File: config.mk
export PLATFORM = sky130hd
export DESIGN_NAME = aluSliceTop
export DESIGN_NICKNAME = d
export VERILOG_FILES = /design/src/isaPkg.sv /design/src/aluPkg.sv /design/src/instrDecode.sv /design/src/opFifo.sv /design/src/aluControl.sv /design/src/aluExec.sv /design/src/aluSliceTop.sv
export SDC_FILE = /design/constraint.sdc
export NUM_CORES = 1
export LEC_CHECK = 0
export ABC_AREA = 1
export ABC_CLOCK_PERIOD_IN_PS = 4900
export BUFFER_PORTS_ARGS = -buffer_cell sky130_fd_sc_hd__buf_2
export CELL_PAD_IN_SITES_DETAIL_PLACEMENT = 1
export CELL_PAD_IN_SITES_GLOBAL_PLACEMENT = 1
export CORE_MARGIN = 3
export CORE_UTILIZATION = 47
export CTS_CLUSTER_DIAMETER = 100
export DETAILED_ROUTE_END_ITERATION = 8
export GPL_ROUTABILITY_DRIVEN = 0
export PLACE_DENSITY_LB_ADDON = 0.25
export SLEW_MARGIN = 15
export SYNTH_ARGS = -nofsm -noshare
export SYNTH_HDL_FRONTEND = slang
export SYNTH_SLANG_ARGS = --single-unit
File: constraint.sdc
create_clock -name clk -period 4.9 [get_ports clk]
set_input_delay 0.245 -clock clk [delete_from_list [all_inputs] [get_ports clk]]
set_output_delay 0.245 -clock clk [all_outputs]
set_load 0.02 [all_outputs]
File: src/isaPkg.sv
package isaPkg;

    // R-type field layout
    typedef struct packed {
        logic [5:0] opcode;
        logic [4:0] rs;
        logic [4:0] rt;
        logic [4:0] rd;
        logic [4:0] shamt;
        logic [5:0] funct;
    } rFields;

    // I-type field layout
    typedef struct packed {
        logic [5:0]  opcode;
        logic [4:0]  rs;
        logic [4:0]  rt;
        logic [15:0] imm;
    } iFields;

    // One instruction word, read through either view
    typedef union packed {
        rFields r;
        iFields i;
    } instrWord;

    localparam logic [5:0] OP_RTYPE = 6'b000000;
    localparam logic [5:0] OP_BEQ   = 6'b000100;
    localparam logic [5:0] OP_BNE   = 6'b000101;
    localparam logic [5:0] OP_ADDI  = 6'b001000;
    localparam logic [5:0] OP_ADDIU = 6'b001001;
    localparam logic [5:0] OP_SLTI  = 6'b001010;
    localparam logic [5:0] OP_SLTIU = 6'b001011;
    localparam logic [5:0] OP_ANDI  = 6'b001100;
    localparam logic [5:0] OP_ORI   = 6'b001101;
    localparam logic [5:0] OP_XORI  = 6'b001110;

    localparam logic [5:0] FUNCT_ADD   = 6'b100000;
    localparam logic [5:0] FUNCT_ADDU  = 6'b100001;
    localparam logic [5:0] FUNCT_SUB   = 6'b100010;
    localparam logic [5:0] FUNCT_MULT  = 6'b011000;
    localparam logic [5:0] FUNCT_MULTU = 6'b011001;
    localparam logic [5:0] FUNCT_AND   = 6'b100100;
    localparam logic [5:0] FUNCT_OR    = 6'b100101;
    localparam logic [5:0] FUNCT_NOR   = 6'b100111;
    localparam logic [5:0] FUNCT_XOR   = 6'b100110;
    localparam logic [5:0] FUNCT_SLL   = 6'b000000;
    localparam logic [5:0] FUNCT_SRL   = 6'b000010;
    localparam logic [5:0] FUNCT_SLLV  = 6'b000100;
    localparam logic [5:0] FUNCT_SLT   = 6'b101010;
    localparam logic [5:0] FUNCT_MOVN  = 6'b001011;
    localparam logic [5:0] FUNCT_MOVZ  = 6'b001010;
    localparam logic [5:0] FUNCT_SRLV  = 6'b000110;
    localparam logic [5:0] FUNCT_SRA   = 6'b000011;
    localparam logic [5:0] FUNCT_SRAV  = 6'b000111;
    localparam logic [5:0] FUNCT_SLTU  = 6'b101011;
    localparam logic [5:0] FUNCT_MFHI  = 6'b010000;
    localparam logic [5:0] FUNCT_MFLO  = 6'b010010;
    localparam logic [5:0] FUNCT_MTHI  = 6'b010001;
    localparam logic [5:0] FUNCT_MTLO  = 6'b010011;
    localparam logic [5:0] FUNCT_JR    = 6'b001000;
    // Multiply group reuses shift encodings under ALUOP_MUL
    localparam logic [5:0] FUNCT_MUL   = 6'b000010;
    localparam logic [5:0] FUNCT_MADD  = 6'b000000;
    localparam logic [5:0] FUNCT_MSUB  = 6'b000100;

endpackage

File: src/aluPkg.sv
package aluPkg;

    localparam int DATA_W = 32;

    // Operation codes from the main controller
    localparam logic [4:0] ALUOP_DC        = 5'd0;  // Decode by funct
    localparam logic [4:0] ALUOP_ADDI      = 5'd1;
    localparam logic [4:0] ALUOP_SUBI      = 5'd2;
    localparam logic [4:0] ALUOP_ORI       = 5'd3;
    localparam logic [4:0] ALUOP_ANDI      = 5'd4;
    localparam logic [4:0] ALUOP_XORI      = 5'd5;
    localparam logic [4:0] ALUOP_NORI      = 5'd6;
    localparam logic [4:0] ALUOP_ADDUI     = 5'd7;
    localparam logic [4:0] ALUOP_SUBUI     = 5'd8;
    localparam logic [4:0] ALUOP_MULTUI    = 5'd9;
    localparam logic [4:0] ALUOP_SLTI      = 5'd10;
    localparam logic [4:0] ALUOP_SLTIU     = 5'd11;
    localparam logic [4:0] ALUOP_MUL       = 5'd12; // Multiply group
    localparam logic [4:0] ALUOP_SE        = 5'd13;
    localparam logic [4:0] ALUOP_BEQ       = 5'd14;
    localparam logic [4:0] ALUOP_BNE       = 5'd15;
    localparam logic [4:0] ALUOP_BLTZ_BGEZ = 5'd16;
    localparam logic [4:0] ALUOP_BGTZ      = 5'd17;
    localparam logic [4:0] ALUOP_BLEZ      = 5'd18;

    // Control codes seen by the ALU datapath
    localparam logic [5:0] ALUC_ADD       = 6'd0;
    localparam logic [5:0] ALUC_ADDU      = 6'd1;
    localparam logic [5:0] ALUC_SUB       = 6'd2;
    localparam logic [5:0] ALUC_MULT      = 6'd3;
    localparam logic [5:0] ALUC_MULTU     = 6'd4;
    localparam logic [5:0] ALUC_AND       = 6'd5;
    localparam logic [5:0] ALUC_OR        = 6'd6;
    localparam logic [5:0] ALUC_NOR       = 6'd7;
    localparam logic [5:0] ALUC_XOR       = 6'd8;
    localparam logic [5:0] ALUC_SLL       = 6'd9;
    localparam logic [5:0] ALUC_SRL       = 6'd10;
    localparam logic [5:0] ALUC_SLLV      = 6'd11;
    localparam logic [5:0] ALUC_SLT       = 6'd12;
    localparam logic [5:0] ALUC_MOVN      = 6'd13;
    localparam logic [5:0] ALUC_MOVZ      = 6'd14;
    localparam logic [5:0] ALUC_SRLV      = 6'd15;
    localparam logic [5:0] ALUC_SRA       = 6'd16;
    localparam logic [5:0] ALUC_SRAV      = 6'd17;
    localparam logic [5:0] ALUC_SLTU      = 6'd18;
    localparam logic [5:0] ALUC_MUL       = 6'd19;
    localparam logic [5:0] ALUC_MADD      = 6'd20;
    localparam logic [5:0] ALUC_MSUB      = 6'd21;
    localparam logic [5:0] ALUC_SE        = 6'd22;
    localparam logic [5:0] ALUC_MFHI      = 6'd23;
    localparam logic [5:0] ALUC_MFLO      = 6'd24;
    localparam logic [5:0] ALUC_MTHI      = 6'd25;
    localparam logic [5:0] ALUC_MTLO      = 6'd26;
    localparam logic [5:0] ALUC_EQ        = 6'd27; // Issued for bne
    localparam logic [5:0] ALUC_BLTZ_BGEZ = 6'd28;
    localparam logic [5:0] ALUC_BGTZ      = 6'd29;
    localparam logic [5:0] ALUC_BLEZ      = 6'd30;
    localparam logic [5:0] ALUC_JR        = 6'd31;

endpackage

File: src/instrDecode.sv
`timescale 1ns/1ps

module instrDecode import isaPkg::*, aluPkg::*; (
    input  logic              clk,
    input  logic              rst,
    input  instrWord          instr,
    input  logic [DATA_W-1:0] rsVal,
    input  logic [DATA_W-1:0] rtVal,
    input  logic              inValid,
    output logic              inReady,
    output logic              decValid,
    input  logic              decReady,
    output logic [4:0]        decAluOp,
    output logic [5:0]        decFunct,
    output logic [DATA_W-1:0] decOpA,
    output logic [DATA_W-1:0] decOpB
);

    logic              inFire;
    logic              supported;
    logic [4:0]        aluOpNext;
    logic [DATA_W-1:0] opANext;
    logic [DATA_W-1:0] opBNext;

    assign inReady = !decValid || decReady; // Empty or draining this cycle
    assign inFire  = inValid && inReady;

    always_comb begin
        supported = 1'b1;
        aluOpNext = ALUOP_DC;
        opANext   = rsVal;
        opBNext   = rtVal;                      // R-type and branches
        case (instr.r.opcode)
            OP_RTYPE: begin
                if (instr.r.funct inside {FUNCT_SLL, FUNCT_SRL, FUNCT_SRA}) begin
                    opANext = rtVal;
                    opBNext = DATA_W'(instr.r.shamt);
                end
            end
            OP_ADDI:  aluOpNext = ALUOP_ADDI;
            OP_ADDIU: aluOpNext = ALUOP_ADDUI;
            OP_ANDI:  aluOpNext = ALUOP_ANDI;
            OP_ORI:   aluOpNext = ALUOP_ORI;
            OP_XORI:  aluOpNext = ALUOP_XORI;
            OP_SLTI:  aluOpNext = ALUOP_SLTI;
            OP_SLTIU: aluOpNext = ALUOP_SLTIU;
            OP_BEQ:   aluOpNext = ALUOP_BEQ;
            OP_BNE:   aluOpNext = ALUOP_BNE;
            default:  supported = 1'b0;         // Swallowed, never forwarded
        endcase
        if (instr.i.opcode inside {OP_ANDI, OP_ORI, OP_XORI}) begin
            opBNext = DATA_W'(instr.i.imm);     // Logical ops zero-extend
        end else if (instr.i.opcode inside {OP_ADDI, OP_ADDIU, OP_SLTI, OP_SLTIU}) begin
            opBNext = DATA_W'($signed(instr.i.imm));
        end
    end

    always_ff @(posedge clk) begin
        if (rst) begin
            decValid <= 1'b0;
        end else if (inFire) begin
            decValid <= supported;
        end else if (decReady) begin
            decValid <= 1'b0;
        end
    end

    always_ff @(posedge clk) begin
        if (inFire) begin
            decAluOp <= aluOpNext;
            decFunct <= instr.r.funct;
            decOpA   <= opANext;
            decOpB   <= opBNext;
        end
    end

endmodule

File: src/opFifo.sv
`timescale 1ns/1ps

module opFifo import aluPkg::*; #(
    parameter int FifoDepth = 4
) (
    input  logic              clk,
    input  logic              rst,
    input  logic              decValid,
    output logic              decReady,
    input  logic [4:0]        decAluOp,
    input  logic [5:0]        decFunct,
    input  logic [DATA_W-1:0] decOpA,
    input  logic [DATA_W-1:0] decOpB,
    output logic              fifoValid,
    input  logic              fifoReady,
    output logic [4:0]        fifoAluOp,
    output logic [5:0]        fifoFunct,
    output logic [DATA_W-1:0] fifoOpA,
    output logic [DATA_W-1:0] fifoOpB
);

    localparam int PtrW = $clog2(FifoDepth);

    logic [4:0]        aluOpMem [FifoDepth];
    logic [5:0]        functMem [FifoDepth];
    logic [DATA_W-1:0] opAMem   [FifoDepth];
    logic [DATA_W-1:0] opBMem   [FifoDepth];
    logic [PtrW-1:0]   wrPtr;
    logic [PtrW-1:0]   rdPtr;
    logic [PtrW:0]     count;
    logic              push;
    logic              pop;

    assign decReady  = (count != FifoDepth[PtrW:0]);
    assign fifoValid = (count != '0);     // Count is registered, so one cycle after write
    assign push      = decValid && decReady;
    assign pop       = fifoValid && fifoReady;

    assign fifoAluOp = aluOpMem[rdPtr];
    assign fifoFunct = functMem[rdPtr];
    assign fifoOpA   = opAMem[rdPtr];
    assign fifoOpB   = opBMem[rdPtr];

    always_ff @(posedge clk) begin
        if (rst) begin
            wrPtr <= '0;
            rdPtr <= '0;
            count <= '0;
        end else begin
            if (push) wrPtr <= wrPtr + 1'b1;  // Wraps at power-of-two depth
            if (pop) rdPtr <= rdPtr + 1'b1;
            count <= count + (push ? 1'b1 : 1'b0) - (pop ? 1'b1 : 1'b0);
        end
    end

    always_ff @(posedge clk) begin
        if (push) begin
            aluOpMem[wrPtr] <= decAluOp;
            functMem[wrPtr] <= decFunct;
            opAMem[wrPtr]   <= decOpA;
            opBMem[wrPtr]   <= decOpB;
        end
    end

endmodule

File: src/aluControl.sv
`timescale 1ns/1ps

module aluControl import isaPkg::*, aluPkg::*; (
    input  logic [4:0] aluOp,
    input  logic [5:0] funct,
    output logic [5:0] aluCtrl
);

    always_comb begin
        aluCtrl = ALUC_ADD;                    // Fallback for unknown codes
        if (aluOp == ALUOP_DC) begin
            case (funct)
                FUNCT_ADD:   aluCtrl = ALUC_ADD;
                FUNCT_ADDU:  aluCtrl = ALUC_ADDU;
                FUNCT_SUB:   aluCtrl = ALUC_SUB;
                FUNCT_MULT:  aluCtrl = ALUC_MULT;
                FUNCT_MULTU: aluCtrl = ALUC_MULTU;
                FUNCT_AND:   aluCtrl = ALUC_AND;
                FUNCT_OR:    aluCtrl = ALUC_OR;
                FUNCT_NOR:   aluCtrl = ALUC_NOR;
                FUNCT_XOR:   aluCtrl = ALUC_XOR;
                FUNCT_SLL:   aluCtrl = ALUC_SLL;
                FUNCT_SRL:   aluCtrl = ALUC_SRL;
                FUNCT_SLLV:  aluCtrl = ALUC_SLLV;
                FUNCT_SLT:   aluCtrl = ALUC_SLT;
                FUNCT_MOVN:  aluCtrl = ALUC_MOVN;
                FUNCT_MOVZ:  aluCtrl = ALUC_MOVZ;
                FUNCT_SRLV:  aluCtrl = ALUC_SRLV;
                FUNCT_SRA:   aluCtrl = ALUC_SRA;
                FUNCT_SRAV:  aluCtrl = ALUC_SRAV;
                FUNCT_SLTU:  aluCtrl = ALUC_SLTU;
                FUNCT_MFHI:  aluCtrl = ALUC_MFHI;
                FUNCT_MFLO:  aluCtrl = ALUC_MFLO;
                FUNCT_MTHI:  aluCtrl = ALUC_MTHI;
                FUNCT_MTLO:  aluCtrl = ALUC_MTLO;
                FUNCT_JR:    aluCtrl = ALUC_JR;
                default:     aluCtrl = ALUC_ADD;
            endcase
        end else begin
            case (aluOp)
                ALUOP_ADDI:   aluCtrl = ALUC_ADD;
                ALUOP_SUBI:   aluCtrl = ALUC_SUB;
                ALUOP_ORI:    aluCtrl = ALUC_OR;
                ALUOP_ANDI:   aluCtrl = ALUC_AND;
                ALUOP_XORI:   aluCtrl = ALUC_XOR;
                ALUOP_NORI:   aluCtrl = ALUC_NOR;
                ALUOP_ADDUI:  aluCtrl = ALUC_ADDU;
                ALUOP_SUBUI:  aluCtrl = ALUC_SUB;
                ALUOP_MULTUI: aluCtrl = ALUC_MULT;
                ALUOP_SLTI:   aluCtrl = ALUC_SLT;
                ALUOP_SLTIU:  aluCtrl = ALUC_SLTU;
                ALUOP_MUL: begin
                    // Multiply group picks its variant from funct
                    if (funct == FUNCT_MUL) begin
                        aluCtrl = ALUC_MUL;
                    end else if (funct == FUNCT_MADD) begin
                        aluCtrl = ALUC_MADD;
                    end else if (funct == FUNCT_MSUB) begin
                        aluCtrl = ALUC_MSUB;
                    end
                end
                ALUOP_SE:        aluCtrl = ALUC_SE;
                ALUOP_BEQ:       aluCtrl = ALUC_SUB;  // Zero difference means taken
                ALUOP_BNE:       aluCtrl = ALUC_EQ;
                ALUOP_BLTZ_BGEZ: aluCtrl = ALUC_BLTZ_BGEZ;
                ALUOP_BGTZ:      aluCtrl = ALUC_BGTZ;
                ALUOP_BLEZ:      aluCtrl = ALUC_BLEZ;
                default:         aluCtrl = ALUC_ADD;
            endcase
        end
    end

endmodule

File: src/aluExec.sv
`timescale 1ns/1ps

module aluExec import aluPkg::*; (
    input  logic              clk,
    input  logic              rst,
    input  logic              fifoValid,
    output logic              fifoReady,
    input  logic [4:0]        fifoAluOp,
    input  logic [5:0]        fifoFunct,
    input  logic [DATA_W-1:0] fifoOpA,
    input  logic [DATA_W-1:0] fifoOpB,
    output logic [DATA_W-1:0] result,
    output logic              outValid,
    input  logic              outReady
);

    logic [5:0]        aluCtrl;
    logic [4:0]        shAmt;
    logic [DATA_W-1:0] aluResult;

    aluControl ctrlDec (
        .aluOp   (fifoAluOp),
        .funct   (fifoFunct),
        .aluCtrl (aluCtrl)
    );

    assign shAmt     = fifoOpB[4:0];
    assign fifoReady = !outValid || outReady; // Stall while result is held

    always_comb begin
        case (aluCtrl)
            ALUC_ADD, ALUC_ADDU: aluResult = fifoOpA + fifoOpB;
            ALUC_SUB: begin
                if (fifoAluOp == ALUOP_BEQ) begin
                    aluResult = DATA_W'(fifoOpA == fifoOpB); // Taken flag
                end else begin
                    aluResult = fifoOpA - fifoOpB;
                end
            end
            ALUC_EQ:   aluResult = DATA_W'(fifoOpA != fifoOpB);   // bne taken flag
            ALUC_AND:  aluResult = fifoOpA & fifoOpB;
            ALUC_OR:   aluResult = fifoOpA | fifoOpB;
            ALUC_NOR:  aluResult = ~(fifoOpA | fifoOpB);
            ALUC_XOR:  aluResult = fifoOpA ^ fifoOpB;
            ALUC_SLL:  aluResult = fifoOpA << shAmt;
            ALUC_SRL:  aluResult = fifoOpA >> shAmt;
            ALUC_SRA:  aluResult = $signed(fifoOpA) >>> shAmt;
            ALUC_SLT:  aluResult = DATA_W'($signed(fifoOpA) < $signed(fifoOpB));
            ALUC_SLTU: aluResult = DATA_W'(fifoOpA < fifoOpB);
            default:   aluResult = '0;                     // Not implemented here
        endcase
    end

    always_ff @(posedge clk) begin
        if (rst) begin
            outValid <= 1'b0;
        end else if (fifoValid && fifoReady) begin
            outValid <= 1'b1;
        end else if (outReady) begin
            outValid <= 1'b0;
        end
    end

    always_ff @(posedge clk) begin
        if (fifoValid && fifoReady) begin
            result <= aluResult;
        end
    end

endmodule

File: src/aluSliceTop.sv
`timescale 1ns/1ps

module aluSliceTop import isaPkg::*, aluPkg::*; #(
    parameter int FifoDepth = 4
) (
    input  logic              clk,
    input  logic              rst,
    input  instrWord          instr,
    input  logic [DATA_W-1:0] rsVal,
    input  logic [DATA_W-1:0] rtVal,
    input  logic              inValid,
    output logic              inReady,
    output logic [DATA_W-1:0] result,
    output logic              outValid,
    input  logic              outReady
);

    // Decode stage to FIFO
    logic              decValid;
    logic              decReady;
    logic [4:0]        decAluOp;
    logic [5:0]        decFunct;
    logic [DATA_W-1:0] decOpA;
    logic [DATA_W-1:0] decOpB;

    // FIFO to execute stage
    logic              fifoValid;
    logic              fifoReady;
    logic [4:0]        fifoAluOp;
    logic [5:0]        fifoFunct;
    logic [DATA_W-1:0] fifoOpA;
    logic [DATA_W-1:0] fifoOpB;

    instrDecode decStage (
        .clk      (clk),
        .rst      (rst),
        .instr    (instr),
        .rsVal    (rsVal),
        .rtVal    (rtVal),
        .inValid  (inValid),
        .inReady  (inReady),
        .decValid (decValid),
        .decReady (decReady),
        .decAluOp (decAluOp),
        .decFunct (decFunct),
        .decOpA   (decOpA),
        .decOpB   (decOpB)
    );

    opFifo #(
        .FifoDepth (FifoDepth)
    ) opBuf (
        .clk       (clk),
        .rst       (rst),
        .decValid  (decValid),
        .decReady  (decReady),
        .decAluOp  (decAluOp),
        .decFunct  (decFunct),
        .decOpA    (decOpA),
        .decOpB    (decOpB),
        .fifoValid (fifoValid),
        .fifoReady (fifoReady),
        .fifoAluOp (fifoAluOp),
        .fifoFunct (fifoFunct),
        .fifoOpA   (fifoOpA),
        .fifoOpB   (fifoOpB)
    );

    aluExec execStage (
        .clk       (clk),
        .rst       (rst),
        .fifoValid (fifoValid),
        .fifoReady (fifoReady),
        .fifoAluOp (fifoAluOp),
        .fifoFunct (fifoFunct),
        .fifoOpA   (fifoOpA),
        .fifoOpB   (fifoOpB),
        .result    (result),
        .outValid  (outValid),
        .outReady  (outReady)
    );

endmodule

## Word-level counts from Yosys, hierarchy flattened

Memory sizes are Yosys's and may differ from the RTL's. A register that Yosys moved wholly into a read port is not among the register bits.
Index checks and enable logic that the tools add are counted.

- Bits in registers: 116
- RAM bits: 300
- ROM bits: 320
- Input bits: 100
- Memories kept: 5

- $add $sub $neg: 6
- $lt $le $gt $ge: 2
- Equal/unequal tests: 45
- Shift operators: 3
- Multiplexer cells: 31
- Bitwise gates (word level): 4
- Reduce and logical (&&, ||, !) cells: 21

Memory list:

| name | depth | width | rd ports | clocked after Yosys merged registers in | wr ports | line | source |
|---|---|---|---|---|---|---|---|
| (no name shown) | 64 | 5 | 1 | 0 | 0 | aluControl.sv:12 | `case (funct)` |
| opBuf.opAMem | 4 | 32 | 1 | 1 | 1 | opFifo.sv:26 | `logic [DATA_W-1:0] opAMem [FifoDepth];` |
| opBuf.opBMem | 4 | 32 | 1 | 1 | 1 | opFifo.sv:27 | `logic [DATA_W-1:0] opBMem [FifoDepth];` |
| opBuf.functMem | 4 | 6 | 1 | 1 | 1 | opFifo.sv:25 | `logic [5:0] functMem [FifoDepth];` |
| opBuf.aluOpMem | 4 | 5 | 1 | 1 | 1 | opFifo.sv:24 | `logic [4:0] aluOpMem [FifoDepth];` |

Operator list:

| kind | number |
|---|---|
| 32-bit one-hot mux with 12 select lines | 1 |
| 32-bit 2-to-1 mux | 6 |
| 5-bit one-hot mux with 15 select lines | 1 |
| 6-bit by 4-bit == test with 1-bit output, second input constant | 11 |
| 32-bit < comparator | 2 |
| 5-bit by 4-bit == test with 1-bit output, second input constant | 8 |
| 6-bit by 3-bit == test with 1-bit output, second input constant | 6 |
| 4-bit one-hot mux with 9 select lines | 1 |
| 32-bit adder | 1 |
| 32-bit bitwise AND | 1 |
| 32-bit == test | 1 |
| 32-bit != test | 1 |
| 32-bit NOT | 1 |
| 32-bit OR | 1 |
| 32-bit by 5-bit << shifter with 32-bit output | 1 |
| 32-bit by 5-bit >> shifter with 32-bit output | 1 |
| 32-bit by 5-bit >>> shifter with 32-bit output | 1 |
| 32-bit subtractor | 1 |
| 32-bit bitwise XOR | 1 |
| 6-bit by 2-bit == test with 1-bit output, second input constant | 4 |
| 6-bit logical NOT | 4 |
| 5-bit by 3-bit == test with 1-bit output, second input constant | 4 |
| 6-bit by 5-bit == test with 1-bit output, second input constant | 3 |
| 16-bit 2-to-1 mux | 1 |
| 21 further kinds | 49 |

## Depth between registers and ports, before layout

- Depth in word-level cells: 9
- Mapped depth: 29
- Mapped depth without buffers: 23

## Hierarchy

From an unflattened synthesis, not the netlist that was laid out.

- Cells, all modules: 3470
- Area, all modules: 27923.0 sq um

By module, submodules not included:

| module | times used | cells each | area an instance (sq um) |
|---|---|---|---|
| opFifo | 1 | 790 | 12210.5 |
| aluExec | 1 | 2208 | 11552.3 |
| instrDecode | 1 | 311 | 3338.2 |
| aluControl | 1 | 161 | 822.0 |

## Worst setup path before layout

No wires, ideal clock.

- Path kind: reg2reg
- From: reg opBuf.count[1]
- To: mem opBuf.aluOpMem[0][0] (enable)
- Setup time: 0.507 ns
- Arrival time: 3.775 ns
- Required time: 4.393 ns
- Setup slack: 0.618 ns
- Stages on the path, launching flop included: 4
- Path through: dfxtp_1 > or2_2 > o21ai_1 > nor2_1

- Cells in the longest elaborated chain, start to end: 4

RTL lines:

| what | line | source |
|---|---|---|
| start: declaration | opFifo.sv:30 | `logic [PtrW:0] count;` |
| start signal: assignment | opFifo.sv:52 | `count <= count + (push ? 1'b1 : 1'b0) - (pop ? 1'b1 : 1'b0);` |
| 3-bit != test | opFifo.sv:34 | `assign decReady = (count != FifoDepth[PtrW:0]);` |
| 1-bit logical AND | opFifo.sv:36 | `assign push = decValid && decReady;` |
| 1-bit 2-to-1 mux | opFifo.sv:57 | `if (push) begin` |
| 1-bit 2-to-1 mux (not written as such) | opFifo.sv:58 | `aluOpMem[wrPtr] <= decAluOp;` |
| end: declaration | opFifo.sv:24 |  |

Every way passes these cells.

==> run metrics <==
crit start category=flip-flop; Wirelength per Cell=around 25 um; sequential share of the synthesized area=a little over two fifths; CTS clk-pin slew, worst paths=60 ps; final core area utilization=between 50% and 60%; Syn Std Cell Area=approximately 28000 um2; Mapped Cells=around 3700; Synth Warn #=0; Avg Cell Area, Syn=between 7 and 8 um2; Die H=around 250 um; Layout Nets=3978; maximum clock path buffer count=3; final hold viol count=0; Setup TNS=0 ps; CTS tree=yes; flops & latches, synth=approximately 410; Slew @ Worst Pin=between 1000 and 1500 ps; Slew Limit Fails=0; CP max FO=57; total wire length=roughly 120 mm; root buffer cell=clkbuf_16; initial antenna violation count=2; Main synth FF type=edfxtp_1; IO Port Bufs=about 120; Rows=between 80 and 90; die area=62520 um2; DRC=0; fill count=7163; Reg2Reg Setup Slack=between 100 and 150 ps; worst path cell trace=inv_4 -> buf_12 -> buf_12 -> nand2_1 -> a32oi_1 -> buf_4 -> inv_1 -> ha_1 -> inv_1 -> a21oi_1 -> o21ai_0 -> nand2_1 -> nand3_1 -> nand2_1 -> nand2_1 -> nand2_1 -> nand2_1 -> nand2_1 -> a21oi_1 -> nand2_1 -> nand2_1 -> nor2_1 -> nand3_1; vias in the first global route=around 29000; clock sinks=roughly 410; Final HPWL DP=between 80 and 90 mm; net count after synthesis=slightly below 4000; Worst path max stage delay=between 400 and 500 ps; Remaining Overflow, GRT=0; critical path arrival=~5000 ps; number of synthesized flops with an enable pin=roughly 400; r2r worst-path depth=23; Die Wd=about 250 um; slowest stage cell, crit path=ha_1; I/O pin count=~130; status=finished, final reports clean; drt first-iter violations=roughly 3200; hold path start=rtVal[19]; main area contributors after synthesis=edfxtp_1, nand2_1, nand3_1; core area=~60000 um2; drt first pass iters=6; pin count of the biggest net entering global routing=between 100 and 150; Yosys cell types=between 40 and 50; max_cap viols=0; DRT antenna net count=0; area leader, netlist=edfxtp_1; Area growth syn-to-layout=11.73%; most common cell in the netlist=nand2_1; # setup viols final=0; required time worst endpoint=5240 ps; endpoint type of the worst setup path=flip-flop; most used cell, CP=nand2_1; top cells by count, synth=nand2_1, nand3_1, edfxtp_1, nor2_1, inv_1; DR vias=27760; all-layer global routing usage=between 30% and 40%; vias per cell=about 6; headroom to the max-slew limit=21.62%; hold depth=3; layout cells sized above 1=8.995%; Clk Latency, worst-skew pair=between 600 and 700 ps; fmax=209.9 MHz; RSZ-0062 raised after global routing=no; Storage cell area=approximately 12000 um2; Hold WC Path Type=input port to flip-flop; WS Path Type=flip-flop to flip-flop; post-CTS resize count=0; Synth top area share=between 40% and 50%; number of buffers created by CTS=46; initial core utilization=between 40% and 50%; worst-case clock skew=between 20 and 25 ps; Worst Hold Endpoint=decStage.decOpA[19]; final period utilization=a little over nine tenths; Worst R2R End=execStage.result[31]; postcts setup bufs=0; asr flop ratio synth=0%; H-tree levels=2; Multi-input gate area=between 10000 and 15000 um2; first-pass GRT wire length=between 150 and 200 mm; Final min period=approximately 4800 ps
==> per-layer routing <==
metal	vias up	GRT usage [%]	wire [um]
li1	12390	-	-
met4	2	19.85	7501
met2	1404	58.69	53630
met1	13650	44.85	45160
met5	-	0	11
met3	325	5.450	9198
==> sequential cells by signal (all words and copies together) (netlist names), named ones only <==
name,flops
opBuf.count,3
execStage.result,32
opBuf.wrPtr,2
opBuf.functMem,24
decStage.decFunct,6
opBuf.rdPtr,2
decStage.decAluOp,4
decStage.decOpA,32
decStage.decOpB,32
execStage.outValid,1
decStage.decValid,1
opBuf.opBMem,128
opBuf.opAMem,128
opBuf.aluOpMem,16
==> logic make-up (layout without fill, tap and decap cells) <==
kind of cell             after synthesis  in the layout  share of synthesized area (%)
XOR/XNOR                              39             39                          1.220
multiplexers                           4              4                         0.1609
AND/OR/NAND/NOR                     2185           2186                          33.42
flip-flops                           413            413                          43.91
buffers and inverters                538            661                          8.287
other                                  0              1                              0
AO/OA/AOI/OAI                        386            386                          7.863
adder cells (fa/ha/maj)              113            113                          5.132
==> worst max-delay path: cells and delay by family, from the launching register on <==
| kind | cells | cell delay [ps] |
|---|---|---|
| DFF | 1 | 380 |
| adders and majority gates | 1 | 460 |
| AOI/OAI and AO/OA | 4 | 810 |
| buffers and inverters | 6 | 1290 |
| and+or+nand+nor | 12 | 1500 |
==> repair_timing <==
action	in CTS	in global routing
endpoints found under the setup margin	0	1
hold buffers	42	1
hold endpoints to repair	38	1
==> through the flow <==
step	setup WS, ps	std cells	hold slack, ps	cell area, um2
finish	134.9	4568	25.90	31270
global placement	548.7	4438	452.8	29220
detailed placement	392.8	4438	464.6	29220
CTS	319.7	4565	5.454	31250
floorplan	618.2	3678	311.7	27990
global route	18.63	4567	7.667	31270
==> worst max-delay path by stage <==
stage                   start              endpoint  cells after the start
2_1_floorplan  opBuf.count[1]  opBuf.aluOpMem[0][0]                      3
3_3_place_gp        flip-flop  execStage.result[31]                     20
3_5_place_dp        flip-flop  execStage.result[31]                     20
4_1_cts             flip-flop  execStage.result[31]                     23
5_1_grt             flip-flop  execStage.result[27]                     19
6_report            flip-flop  execStage.result[31]                     23
==> layout make-up <==
cell class | instances | share of cell area, %
Clock buffer | 51 | 3.809
Sequential cell | 413 | 39.32
Antenna cell | 1 | 0.008002
Multi-Input combinational cell | 2728 | 43.07
Clock inverter | 34 | 1.356
Inverter | 339 | 4.081
Timing Repair Buffer | 237 | 5.289
Tap cell | 765 | 3.061
==> layout by cell type, fill, tap and decap left out, types with 10 or more instances in the layout <==
| cell | count |
|---|---|
| nand2_1 | 1122 |
| nand3_1 | 566 |
| edfxtp_1 | 402 |
| nor2_1 | 357 |
| inv_1 | 318 |
| a21oi_1 | 132 |
| o21ai_0 | 131 |
| buf_2 | 123 |
| ha_1 | 110 |
| buf_4 | 65 |
| clkbuf_16 | 47 |
| nand3b_1 | 46 |
| dlygate4sd3_1 | 43 |
| xor2_1 | 39 |
| a32oi_1 | 27 |
| o21ai_1 | 26 |
| nand4_1 | 25 |
| inv_2 | 18 |
| nand2_2 | 16 |
| nor3_1 | 15 |
| o211ai_1 | 13 |
| nor2_4 | 11 |
| o21bai_1 | 11 |
| o22ai_1 | 11 |
| clkinv_2 | 10 |
Power is not shown: default switching activity piles up to over one toggle a cycle in this logic, so the estimate is an artifact.
